$ cat config.mk
export PLATFORM = sky130hd
export DESIGN_NAME = cache_steer
export DESIGN_NICKNAME = d
export VERILOG_FILES = /design/src/verilog/cache_steer.sv
export VERILOG_INCLUDE_DIRS = /design/src /design/src/verilog
export SDC_FILE = /design/constraint.sdc
export NUM_CORES = 1
export LEC_CHECK = 0
export BUFFER_PORTS_ARGS = -buffer_cell sky130_fd_sc_hd__buf_2
export CORE_ASPECT_RATIO = 0.9
export CORE_MARGIN = 2
export CORE_UTILIZATION = 40
export DETAILED_ROUTE_END_ITERATION = 7
export HOLD_SLACK_MARGIN = 0.03
export PLACE_DENSITY = 0.83
export RECOVER_POWER = 100
export SYNTH_ARGS = -nofsm -noshare
export SYNTH_HDL_FRONTEND = slang
export SYNTH_SLANG_ARGS = --single-unit
$ cat constraint.sdc
create_clock -name clk_128 -period 5.4 [get_ports clk_128]
set_clock_uncertainty 0.15 [all_clocks]
set_input_delay 0.27 -clock clk_128 [delete_from_list [all_inputs] [get_ports clk_128]]
set_output_delay 0.27 -clock clk_128 [all_outputs]
set_load 0.01 [all_outputs]
$ cat src/verilog/cache_settings.svh
// size macros for the cpu read cache: address width, line index width, counter width
`ifndef CACHE_SETTINGS_SVH
`define CACHE_SETTINGS_SVH

// cpu word address width
// the cpu drives 16-bit word addresses, so 23 bits span 16 MB of bytes
`define CACHE_ADDR_BITS 23

// number of line index bits per cache
// 5 gives 32 lines of 64 bits each
// 4 and 6 are also valid sizes, the tag field shrinks or grows to match
`define CACHE_LINE_BITS 5

// width of the host-visible hit and miss counters
// both counters stop at all ones
`define CACHE_COUNT_BITS 16

`endif

$ cat src/verilog/cache_steer.sv
// fill and write steering, result select and saturating hit/miss counters
`timescale 1ns/100ps
`default_nettype none

`include "cache_settings.svh"

module cache_steer (
   input  wire                          clk_128,
   input  wire                          arst_n,
   input  wire                          space,
   input  wire                          rd,
   input  wire                          wr,
   input  wire                          update64,
   input  wire                          inst_hit,
   input  wire [15:0]                   inst_dout,
   input  wire                          data_hit,
   input  wire [15:0]                   data_dout,
   output logic                         inst_fill,
   output logic                         data_fill,
   output logic                         write,
   output logic                         hit,
   output logic [15:0]                  dout,
   output logic [`CACHE_COUNT_BITS-1:0] hit_count,
   output logic [`CACHE_COUNT_BITS-1:0] miss_count
);

   // counter step that holds at all ones
   function automatic logic [`CACHE_COUNT_BITS-1:0] sat_inc(
      input logic [`CACHE_COUNT_BITS-1:0] value
   );
      if (&value) begin
         return value;
      end
      return value + `CACHE_COUNT_BITS'(1);
   endfunction

   // fill routing
   // space high is program space and goes to the instruction cache
   assign inst_fill = update64 && space;
   assign data_fill = update64 && !space;

   // cpu writes go to both caches
   // each one merges only where it already holds the line
   // so code rewritten through data space stays coherent in the instruction cache
   assign write = wr;

   // result of the cache for the active space
   assign hit  = space ? inst_hit  : data_hit;
   assign dout = space ? inst_dout : data_dout;

   // read statistics for the host
   // every rd strobe bumps exactly one of the two counters
   always_ff @(posedge clk_128 or negedge arst_n) begin
      if (!arst_n) begin
         hit_count  <= '0;
         miss_count <= '0;
      end else if (rd) begin
         if (hit) begin
            hit_count <= sat_inc(hit_count);
         end else begin
            miss_count <= sat_inc(miss_count);
         end
      end
   end

   // memory never returns a burst in the cycle the cpu writes
   // otherwise a fill and a write would meet in one cache
   a_fill_wr_excl : assert property (
      @(posedge clk_128) disable iff (!arst_n)
      !(update64 && wr)
   );

endmodule

`default_nettype wire

# [Word level (Yosys, flattened, before mapping)]
# Cells that the tools add are included.
[totals] ff_bits=32 input_bits=40 out_inout_bits=52 wordCells=24
[classes] n_addsub=2 eq_ne=2 n_mux=10 bitwise_logic=1 n_reduce_logical=7
[op_table] operator="$mux 16" n=3
[op_table] operator="$add 16x1->16 const B" n=2
[op_table] operator="$reduce_and 16->1" n=2
[op_table] operator="$mux 1" n=7
[op_table] operator="$reduce_and 3->1" n=2
[op_table] operator="$ne 2x2->1 const B" n=2
[op_table] operator="$logic_and 1x1->1" n=2
[op_table] operator="$logic_not 1->1" n=1
[op_table] operator="$not 1->1" n=1

# [Longest topological paths before layout]
[logic_depth] depth_word=6 ltp_mapped=6 ltp_nobuf=5

# [Least setup slack after synthesis]
# No wires, ideal clock.
[synth_path] path_kind="register to register" start="reg miss_count[0]" end="reg miss_count[1]" setup_time_ns=0.125 arrival_time_ns=1.652 required_ns=5.125 path_slack_ns=3.473 path_stages_with_launch=6 n_path_buf=0 period_less_slack_ns=1.927 cell_sequence="dfrtp_1 > ha_1 > nand3_1 > nor4_1 > nor2_1 > mux2_2"
[synth_via] elab_chain_len=6 word_cells_on_any_way=8 cone_classes="add/sub (1); eq/ne (1); mux (4); reduce/logical (2)"
[synth_lines] element="start: declaration" line_no="cache_steer.sv:24" rtl="output logic [`CACHE_COUNT_BITS-1:0] miss_count"
[synth_lines] element="start signal: assignment" line_no="cache_steer.sv:61" rtl="miss_count <= sat_inc(miss_count);"
[synth_lines] element="$reduce_and 16->1" line_no="cache_steer.sv:31" rtl="if (&value) begin"
[synth_lines] element="$mux 1" line_no="cache_steer.sv:31"
[synth_lines] element="$mux 1" line_no="cache_steer.sv:58" rtl="if (hit) begin"
[synth_lines] element="$mux 1" line_no="cache_steer.sv:57" rtl="end else if (rd) begin"
[synth_lines] element="$ne 2x2->1 (no line)"
[synth_lines] element="$reduce_and 3->1 (no line)"
# Parallel ways exist; a longest one is shown, timed or not. The select of a mux whose other input is x is not followed.
# A chain may end at the register's enable or synchronous reset.

# [Worst setup path in the final report]
[layout_path] start="in space" end="reg miss_count[12]"
[layout_via] elab_chain_len=3
[layout_lines] element="start: declaration" line_no="cache_steer.sv:10" rtl="input wire space,"
[layout_lines] element="$mux 1" line_no="cache_steer.sv:48" rtl="assign hit = space ? inst_hit : data_hit;"
[layout_lines] element="$not 1->1 (no line)"
[layout_lines] element="$reduce_and 3->1 (no line)"
# No other way between the ends.

==> out/summary.txt <==
Fmax - 348 MHz
Clk_lat worst skew - 0.28 ns
WHS Path Cells - 3
DPL Wire Length - 3470 µm
Port Buffers - 89
Cell row count - 23
Post-synth EDFFs - 0
RSZ-0062 raised after global routing - no
Dpl cell area - 2320 µm²
HP Start - rd
Synth cell count leaders - dfrtp_1, mux2_2, xor2_1, nand3_1, nor3_1
Fin crit period - 2.88 ns
Drt pass-1 iters - 4
Post-synthesis cell count - 176
Wire per inst - 13.7 µm
Initial antenna violation count - 0
Synth area leaders - dfrtp_1, mux2_2, xor2_1, nand3_1, nand4_1
Mapped Area - 1830 µm²
Pwr per Cell Area - 330 nW/µm²
Max_cap viols - 1
Syn Nets - 218
CP top delay family - buffers and inverters
Min Hold Slack - 0.247 ns
Worst-Margin Slew - 1.67 ns
Clock Tree Root - clkbuf_8
Synth area leader - dfrtp_1
Gpl congestion - 0.820
# nets final - 311
Max VDD drop - 0.254 mV
Largest net degree at the start of global routing - 33
Number of synthesized register bits - 32
Fraction of synthesis flops using an asynchronous set or reset pin - 100%
Seq/Total Area, Yosys - 43.8%
Part of the cycle the worst path needs - 53.3%
Setup slack after placement - 3.07 ns
Antenna Cells - 0
Core Region - 4430 µm²
# DRC - 0
Vias per cell - 5.30
Worst setup margin - 2.52 ns
Vias in the first global route - 1494
Overflow after GRT - 0
Final Hold Fails - 0
Area Growth Syn to Fin - 28.2%
Max-slew violation count - 33
Clock Pin Slew Worst Setup and Hold Paths - 0.06 ns
R2r setup slk - 3.26 ns
Die W - 75.3 µm
Distinct cells, synth - 37
Crit end category - flop
Initial DRC count - 74
CP required - 5.46 ns
Number of I/O pins - 92
Mean post-synth cell area - 10.4 µm²
Hold Path Sink - hit_count[2]
Max incr delay on CP - 0.76 ns
WS Path Type - in2reg
DIE HEIGHT - 68.1 µm
Slowest stage cell, crit path - mux2i_1
CTS Buf Count - 5
Prevailing post-synth register cell - dfrtp_1
CTS sink count - 32
Synth top area share - 43.8%
Worst slew margin - -11.4%
Design Area, Final - 2340 µm²
Crit path max fanout - 19
Share of layout cells above drive strength 1 - 23.7%
First-pass GRT wire length - 6780 µm
Total Wirelength - 4560 µm
FF-to-FF End - miss_count[1]
Routed via count - 1761
Status - finished with violations
Final setup violation count - 0
Critical Path Source Type - input port
Reg-to-reg startpoint - miss_count[0]
Die Area - 5130 µm²
Yosys warns - 0
Starting Density - 41.2%
Crit path DAT - 2.94 ns
Worst Hold Class - in2reg
H-tree depth - 2
Post-route ant nets - 0
CTS tree - built
Total GRT Usage - 18.0%
Final setup TNS - 0 ns
Most frequent cell after synthesis - dfrtp_1
Clk buf depth - 2
Worst Reg2Reg Path Length in Cells - 5
Leak pwr - 0.00103 µW
Failing checks - max-capacitance violations, max-slew violations
Cell Chain, Critical Path - clkbuf_1 > mux2i_1 > clkinv_1 > or4_1 > nor3_1 > xor2_1
Buf/Inv on CP - 2
## logic make-up after synthesis
| logic type | count (synthesis) | share of synthesized area [%] |
|---|---|---|
| flops | 32 | 43.8 |
| buf+inv | 8 | 2.33 |
| mux | 21 | 13.5 |
| simple gates | 75 | 22.7 |
| xor+xnor | 22 | 10.5 |
| compound gates | 16 | 5.75 |
| fa+ha+maj | 2 | 1.37 |
## sequential cells by signal (all words and copies together), names as in the netlist
signal,count
miss_count,16
hit_count,16
## worst reg2reg max path, delay by kind of cell (launching register included)
| kind | cells | cell delay, ns |
|---|---|---|
| multiplexers | 1 | 0.31 |
| AND/OR/NAND/NOR | 3 | 0.94 |
| flip-flops | 1 | 0.42 |
| adder cells (fa/ha/maj) | 1 | 0.21 |
## report_power, final
part           leakage, µW  internal, µW  switching, µW
clock network    0.0000455           104           82.6
registers         0.000411           294           77.7
logic             0.000569          94.7            120
total              0.00103           493            280
## what timing repair did
item,in CTS,in global routing
gates resized for setup,0,0
hold buffers,1,0
buffers inserted,0,0
hold endpoints to repair,32,0
## area by class of cell
class / instances / area [µm²]
Sequential cell: 32 / 801
Inverter: 4 / 15.0
Fill cell: 451 / 2090
Clock buffer: 8 / 90.1
Tap cell: 62 / 77.6
Timing Repair Buffer: 90 / 392
Multi-Input combinational cell: 136 / 968
## placed cells by master (no fill, tap or decap), types with 2 or more instances in the layout
cell type,count
clkbuf_1,53
buf_2,38
dfrtp_1,32
mux2_2,19
xor2_1,17
nand3_1,14
nor3_1,11
nand2_1,10
nand4_1,9
nor4_1,9
a31oi_1,7
nor2_1,6
clkbuf_8,6
xnor2_1,5
a21oi_1,4
and3_1,3
inv_1,3
mux2i_1,2
and2_1,2
nor2b_1,2
or4_1,2
and4_1,2
ha_1,2
## how the worst max path moves through the flow
stage	depth (start not counted)	to	startpoint	slack (ns)
6_report	6	miss_count[12]	space	2.52
5_1_grt	6	miss_count[12]	space	2.25
4_1_cts	5	miss_count[1]	miss_count[0]	3.25
3_5_place_dp	6	miss_count[12]	space	3.07
3_3_place_gp	6	miss_count[12]	space	3.16
2_1_floorplan	5	miss_count[1]	miss_count[0]	3.47
## per-stage QoR
step,cells,total power (µW),utilization [%]
4_1_cts,332,798,54.7
6_report,332,773,52.9
2_1_floorplan,176,495,-
3_5_place_dp,323,607,52.4
5_1_grt,332,829,52.9
3_3_place_gp,323,601,52.4
## routing by layer
layer | up-vias | part of all wire (%) | global-route usage, %
met5 | - | 0 | 0
met2 | 93 | 46 | 29.4
met1 | 812 | 44 | 22.4
met3 | 9 | 8.6 | 4.86
li1 | 847 | - | -
met4 | 0 | 1.7 | 7.89
Power figures use the tool's default switching activity.
