File: src/verilog/cache_settings.svh
// size macros for the cpu read cache: address width, line index width, counter width
`ifndef CACHE_SETTINGS_SVH
`define CACHE_SETTINGS_SVH

// cpu word address width
// the cpu drives 16-bit word addresses, so 23 bits span 16 MB of bytes
`define CACHE_ADDR_BITS 23

// number of line index bits per cache
// 5 gives 32 lines of 64 bits each
// 4 and 6 are also valid sizes, the tag field shrinks or grows to match
`define CACHE_LINE_BITS 5

// width of the host-visible hit and miss counters
// both counters stop at all ones
`define CACHE_COUNT_BITS 16

`endif

File: src/verilog/cache_pkg.sv
// cache package: derived sizes, cpu address union and cache line union
`default_nettype none

`include "cache_settings.svh"

package cache_pkg;

   // tag takes whatever is left above the line and word fields
   localparam int TAG_BITS = `CACHE_ADDR_BITS - `CACHE_LINE_BITS - 2;

   // lines per cache
   localparam int LINE_COUNT = 1 << `CACHE_LINE_BITS;

   // cpu word address
   // flat is what the cpu drives
   // field splits it into tag, line index and word select
   // word select is the low two bits, four 16-bit words per 64-bit line
   typedef union packed {
      logic [`CACHE_ADDR_BITS-1:0] flat;
      struct packed {
         logic [TAG_BITS-1:0]         tag;
         logic [`CACHE_LINE_BITS-1:0] line;
         logic [1:0]                  word;
      } field;
   } cpu_addr_u;

   // one cache line
   // flat is the 64-bit burst as memory returns it
   // word[0] sits in bits 15:0, word[3] in bits 63:48
   typedef union packed {
      logic [63:0]      flat;
      logic [3:0][15:0] word;
   } line_data_u;

endpackage

`default_nettype wire

File: src/verilog/line_cache.sv
// direct-mapped read cache with tag, valid and data arrays and word write merge
`timescale 1ns/100ps
`default_nettype none

module line_cache (
   input  wire                  clk_128,
   input  wire                  arst_n,
   input  wire                  flush,
   input  wire cache_pkg::cpu_addr_u addr,
   input  wire                  fill,
   input  wire                  write,
   input  wire [15:0]           din,
   input  wire [63:0]           din64,
   output logic                 hit,
   output logic [15:0]          dout
);

   import cache_pkg::*;

   // storage arrays
   // data and tag are plain ram, only the valid bits carry state that matters
   line_data_u          data_mem [LINE_COUNT];
   logic [TAG_BITS-1:0] tag_mem  [LINE_COUNT];
   logic [LINE_COUNT-1:0] valid;

   // line currently addressed by the cpu
   line_data_u cur_line;

   // cur_line with the cpu write word merged in
   line_data_u merged_line;

   // a fill only counts when no flush comes with it
   logic take_fill;

   // a write only lands on a line that hits
   logic take_write;

   assign cur_line = data_mem[addr.field.line];

   // lookup path, fully combinational
   // hit needs the valid bit and a matching tag on the indexed line
   assign hit = valid[addr.field.line] && (tag_mem[addr.field.line] == addr.field.tag);

   // word select through the line union
   assign dout = cur_line.word[addr.field.word];

   // flush beats a fill in the same cycle
   assign take_fill = fill && !flush;

   // write miss leaves the array alone
   assign take_write = write && hit;

   // replace just the addressed word, the other three stay as stored
   always_comb begin
      merged_line = cur_line;
      merged_line.word[addr.field.word] = din;
   end

   // data and tag arrays
   // a fill writes the whole burst and the new tag
   // a write hit rewrites the line with one word changed
   always_ff @(posedge clk_128) begin
      if (take_fill) begin
         data_mem[addr.field.line].flat <= din64;
         tag_mem[addr.field.line]       <= addr.field.tag;
      end else if (take_write) begin
         data_mem[addr.field.line] <= merged_line;
      end
   end

   // valid bits
   // reset and flush both drop every line
   // a fill marks just its own line
   always_ff @(posedge clk_128 or negedge arst_n) begin
      if (!arst_n) begin
         valid <= '0;
      end else if (flush) begin
         valid <= '0;
      end else if (take_fill) begin
         valid[addr.field.line] <= 1'b1;
      end
   end

   // the steering block must never raise a fill and a write in one cycle
   a_fill_write_excl : assert property (
      @(posedge clk_128) disable iff (!arst_n)
      !(fill && write)
   );

   // a fill is visible as a hit one cycle later at the same address
   // the tag, data and valid writes must all have landed together
   a_fill_then_hit : assert property (
      @(posedge clk_128) disable iff (!arst_n)
      take_fill ##1 $stable(addr.flat) |-> hit
   );

endmodule

`default_nettype wire
File: config.mk
export PLATFORM = sky130hd
export DESIGN_NAME = line_cache
export DESIGN_NICKNAME = d
export VERILOG_FILES = /design/src/verilog/cache_pkg.sv /design/src/verilog/line_cache.sv
export VERILOG_INCLUDE_DIRS = /design/src /design/src/verilog
export SDC_FILE = /design/constraint.sdc
export NUM_CORES = 2
export LEC_CHECK = 0
export ABC_AREA = 0
export BUFFER_PORTS_ARGS = -buffer_cell sky130_fd_sc_hd__buf_2
export CAP_MARGIN = 40
export CORE_ASPECT_RATIO = 1.75
export CORE_MARGIN = 8
export CORE_UTILIZATION = 30
export DETAILED_ROUTE_END_ITERATION = 6
export RECOVER_POWER = 50
export SETUP_SLACK_MARGIN = 0.4
export SLEW_MARGIN = 20
export SYNTH_ARGS = -nofsm -noshare
export SYNTH_HDL_FRONTEND = slang
export SYNTH_SLANG_ARGS = --single-unit
File: constraint.sdc
create_clock -name clk_128 -period 15.3 [get_ports clk_128]
set_input_delay 1.53 -clock clk_128 [delete_from_list [all_inputs] [get_ports clk_128]]
set_output_delay 1.53 -clock clk_128 [all_outputs]
set_load 0.02 [all_outputs]
**After elaboration in Yosys (flattened, before gate mapping)**

Memories as Yosys holds them, arrays and structs flattened.
Cells that the tools add are included.

- $add $sub $neg: 0
- Multipliers: 0
- Reductions and logical operators: 7
- $lt $le $gt $ge: 4
- Divide/modulo/power cells: 0
- Equality and inequality tests: 1
- Shift operators: 0
- Mux-type cells: 17
- Bitwise gates (word level): 2

Operators by type and width:

| operator | number |
|---|---|
| $bwmux 64 | 1 |
| $mux 32 | 2 |
| $mux 64 | 1 |
| $bmux 16 s2 | 1 |
| $demux 16 s2 | 1 |
| $mux 16 | 2 |
| $or 32x32->32 | 1 |
| $eq 16x16->1 | 1 |
| $mux 1 | 7 |
| $lt 5x6->1 const B | 1 |
| $bmux 1 s5 | 1 |
| $demux 1 s5 | 1 |
| $ge 5x1->1 const B | 1 |
| $logic_and 1x1->1 | 5 |
| $lt 2x3->1 const B | 1 |
| $ge 2x1->1 const B | 1 |
| $reduce_bool 2->1 | 1 |
| $logic_not 1->1 | 1 |
| $or 1x1->1 | 1 |

- Register bits after elaboration: 32
- Bits in latches: 0
- ROM bits: 0
- Memories kept: 2
- RAM bits: 2560

Memory list:

| memory | depth | width | read ports | clocked after Yosys merged registers in | write ports | line | source |
|---|---|---|---|---|---|---|---|
| data_mem | 32 | 64 | 1 | 0 | 1 | line_cache.sv:22 | `line_data_u data_mem [LINE_COUNT];` |
| tag_mem | 32 | 16 | 1 | 0 | 1 | line_cache.sv:23 | `logic [TAG_BITS-1:0] tag_mem [LINE_COUNT];` |

**Logic depth before layout (Yosys ltp)**

- Depth after elaboration: 8
- Gate-level depth with buffers: 14

**Least setup slack after synthesis**

No wires, ideal clock.

- Path kind: input to register
- Start: input addr[3] in the netlist's numbering
- End: memory data_mem[13][0] in the netlist's numbering (enable)
- Data arrival time: 8.525 ns
- Cell stages on the path: 12
- Required time: 14.719 ns
- Setup slack: 6.194 ns
- Cells stage by stage: buf_2 buf_2 buf_2 mux2i_1 o22ai_1 nor4_1 nand2_1 xor2_1 nor4_1 nand3_2 clkbuf_1 o31ai_1

- Word-level cells in the longest chain between the ends: 8
- Elaborated cells between the ends (all ways): 10

RTL lines:

| item | line | source |
|---|---|---|
| from (decl) | line_cache.sv:9 | `input wire cache_pkg::cpu_addr_u addr,` |
| $mem_v2 32x16 / $bmux 1 s5 (equally long branches) | -- |  |
| $eq 16x16->1 / $mux 1 (equally long branches) | line_cache.sv:42 | `assign hit = valid[addr.field.line] && (tag_mem[addr.field.line] == addr.field.tag);` |
| $logic_and 1x1->1 | line_cache.sv:42 |  |
| $logic_and 1x1->1 | line_cache.sv:51 | `assign take_write = write && hit;` |
| $mux 1 | line_cache.sv:66 | `end else if (take_write) begin` |
| $mux 1 | line_cache.sv:63 | `if (take_fill) begin` |
| $mux 1 (not written as such) | line_cache.sv:67 | `data_mem[addr.field.line] <= merged_line;` |
| $or 1x1->1 (no line) | -- |  |
| to (decl) | line_cache.sv:22 |  |

Several ways; a longest one is shown, not always the timed one. The select of a mux whose other input is x is not followed.

**Worst setup path in the final report**

- Start: input addr[6] in the netlist's numbering
- End: memory data_mem[2][23] in the netlist's numbering (enable)

The elaborated chain is that of the path after synthesis.

==> summary.md <==
| Metric | Value |
|---|---|
| Post-route DRC | 0 |
| Routed via count | 49826 |
| Synth area leaders | edfxtp_1 77%, mux4_2 12%, mux2i_1 2.2% |
| Vias/cell | 5.31 |
| Die Ht | 781 um |
| Slew Viols, Final | 1571 |
| WHS Endpoint | valid[27]$_DFFE_PN0P_ |
| Hold Path Cell Cnt | 2 |
| WL/cell | 31.4 um |
| I/O pin count | 125 |
| Core Area | 334000 sq um |
| Worst endpoint required time | 15740 ps |
| Largest net degree at the start of global routing | 144 |
| CP max-delay cell | clkbuf_1 |
| Area leader, netlist | edfxtp_1 |
| Clk Latency, worst-skew pair | 900 ps |
| Die area | 353000 sq um |
| Seq cells post-synth | 2592 |
| Internal power | 11000 uW |
| Syn avg cell area | 21.9 sq um |
| Finished Core Util | 34.0% |
| Number of global-route vias before repair | 50817 |
| Hold buffer count at CTS | 0 |
| Number of buffers created by CTS | 208 |
| Crit Path Class | in2reg |
| CP arrival | 12300 ps |
| Distinct cells, synth | 47 |
| Max-cap violations | 68 |
| ANT nets after route | 0 |
| Worst R2R Start | tag_mem[11][11]$_DFFE_PP_ |
| VDD IR max | 0.0000972 V |
| Setup TNS | 0 ps |
| Ys flop type | edfxtp_1 |
| Clock Path Buffers | 4 |
| Clock sinks | 2592 |
| Switching share of total power | 21.6% |
| Final setup viols | 0 |
| CTS clk-pin slew, worst paths | 70 ps |
| Post-synth top area share | 76.7% |
| Initial antenna violation count | 44 |
| Fraction of the cycle the final worst path needs | 77.6% |
| RSZ-0062 raised after global routing | no |
| Row cnt | 281 |
| Final worst slack | 3430 ps |
| Mapped cell area | 100000 sq um |
| Hold WC Path Type | reg2reg |
| Seq pwr share | 56.0% |
| Crit end category | flip-flop |
| # nets final | 4932 |
| Crit path time final | 11870 ps |
| R2R cell count | 12 |
| Initial Util | 30.0% |
| Global Route Usage Sum | 16.1% |
| GR Overflow Total | 0 |
| Combinational share of power | 5.5% |
| Critical R2R Capture | data_mem[2][23]$_DFFE_PP_ |
| CTS tree | built |
| Multi-input logic area | 20900 sq um |
| Register area | 77700 sq um |
| Synth top cells by count | 2560 x edfxtp_1, 552 x mux4_2, 264 x a22oi_1 |
| Post-CTS Setup Bufs | 0 |
| Final wirelength | 294000 um |
| Iter 0 DRT Violations | 5482 |
| CP max stage delay | 2520 ps |
| CTS H-tree depth | 4 |
| First-pass GRT wire length | 406000 um |
| Pwr per Cell Area | 124 nW/um^2 |
| Setup Skew | 111 ps |
| GP Congestion | 0.793 |
| Status | finished with violations |
| DRT Pass-1 Iters | 7 |
| Quantity of I/O buffers inserted on ports | 124 |
| Number of flops mapped to enable cells by yosys | 2560 |
| Crit path cell chain | clkbuf_1 > and3b_1 > clkbuf_1 > a22oi_1 > nand4_1 > xnor2_1 > nand2_1 > nor4_1 > nand3_2 > buf_4 > o21ai_0 > clkbuf_1 > clkbuf_1 > buf_4 |
| Share of layout cells above drive strength 1 | 22.7% |
| Post-Synthesis Cells | 4580 |
| Fmax | 84.3 MHz |
| Leakage | 0.0349 uW |
| Startpoint types | primary input |
| Failing checks | capacitance limit, slew limit |
| HPWL Detailed | 173000 um |
| Syn. warnings | 0 |
| Most frequent cell on the critical path | clkbuf_1 |
| Switch Pwr | 3030 uW |
| Die X | 453 um |
| Fraction of registers with async set/reset | 1.23% |
| Root Buffer | clkbuf_16 |
| Least-Margin Pin Slew | 3750 ps |
| Hold path startpoint | valid[27]$_DFFE_PN0P_ |
| Seq/Total Area, Yosys | 77.5% |
| Worst Path Max Fanout | 37 |
| Worst reg2reg setup slack | 7970 ps |
| Fin. Hold Viols | 0 |
| Dpl ws | 6350 ps |
| Clock network power share | 38.6% |
| Area Overhead vs Synth | 13.2% |
| Syn_nets | 4688 |
| Count leader, synth | edfxtp_1 |
| Max_slew headroom | -150% |
| Filler Cell Count | 30830 |
| PostCTS Resize Cnt | 0 |
==> critical path: cells and delay by family <==
kind                      cells  cell delay [ps]
buffers and inverters         6             7640
xor gates and xnor gates      1              160
and+or+nand+nor               5             2400
AOI/OAI and AO/OA             2              450
==> power groups by stage <==
stage          Combinational (uW)  Sequential, uW  Clock [uW]
5_1_grt                       802            7860        5700
3_3_place_gp                  760            8010           0
4_1_cts                       782            7850        5490
3_5_place_dp                  779            8010           0
2_1_floorplan                 445            8010           0
6_report                      765            7860        5410
==> through the flow <==
stage	instances	total power (uW)	hold slack (ps)	instance area (sq um)
2_1_floorplan	4580	8450	493	100000
3_3_place_gp	8959	8770	507	107000
3_5_place_dp	8996	8790	520	107000
4_1_cts	9369	14100	534	114000
5_1_grt	9380	14400	567	113000
6_report	9392	14000	543	113000
==> cells in the final DEF (no fill, tap or decap), drive strengths merged, types with 3 or more instances in the layout <==
master,n
clkinvlp,13
a21oi,70
o21ai,36
a22oi,264
or4b,4
o31ai,16
and3b,4
clkbuf,324
nand2b,3
xor2,6
nand3,5
nor2,71
nand4bb,6
edfxtp,2560
mux2i,224
nand3b,3
nor4,33
xnor2,3
and3,8
mux2,64
bufinv,23
mux4,552
a31o,6
dfrtp,32
inv,79
diode,19
nand2,47
nand4b,4
nor3b,5
buf,221
clkinv,95
nor3,3
and4,66
nand4,3
o22ai,122
==> layer usage <==
| layer | track usage [%] | vias to the layer above | routed length, um |
|---|---|---|---|
| li1 | - | 19876 | - |
| met1 | 18.4 | 27117 | 102000 |
| met2 | 29.6 | 2206 | 156000 |
| met3 | 2.03 | 615 | 18600 |
| met4 | 7.78 | 12 | 17300 |
| met5 | 0 | - | 57 |
==> worst max-delay path by stage <==
stage | startpoint | end | slack (ps) | cells past startpoint
3_5_place_dp | addr[3] | data_mem[12][30]$_DFFE_PP_ | 6350 | 16
2_1_floorplan | addr[3] | data_mem[13][0]$_DFFE_PP_ | 6190 | 12
3_3_place_gp | addr[2] | dout[7] | 5830 | 11
4_1_cts | addr[2] | dout[7] | 6390 | 12
6_report | addr[6] | data_mem[2][23]$_DFFE_PP_ | 3430 | 14
5_1_grt | addr[6] | data_mem[2][25]$_DFFE_PP_ | 3460 | 14
==> state kept, by name (all words and copies together) (netlist names) <==
| name | count |
|---|---|
| tag_mem | 512 |
| valid | 32 |
| data_mem | 2048 |
==> cell type report <==
cell class | count | share of cell area, %
sequential | 2592 | 68.5
antenna | 19 | 0.0419
inverter | 75 | 0.248
timing repair buffer | 307 | 2.12
tap | 4386 | 4.84
clock inverter | 135 | 1.15
clock buffer | 238 | 4.71
multi-input combinational | 1640 | 18.4
==> kinds of logic (layout without fill, tap and decap cells) <==
group                  count (synthesis)  count (layout)  share of synthesized area (%)
flip-flops                          2592            2592                           77.5
multiplexers                         840             840                           15.6
AO/OA/AOI/OAI                        515             515                           3.46
buffers and inverters                348             755                           1.67
AND/OR/NAND/NOR                      276             276                           1.69
XOR/XNOR                               9               9                         0.0787
other                                  0              19                              0
(Power assumes the default switching activity.)
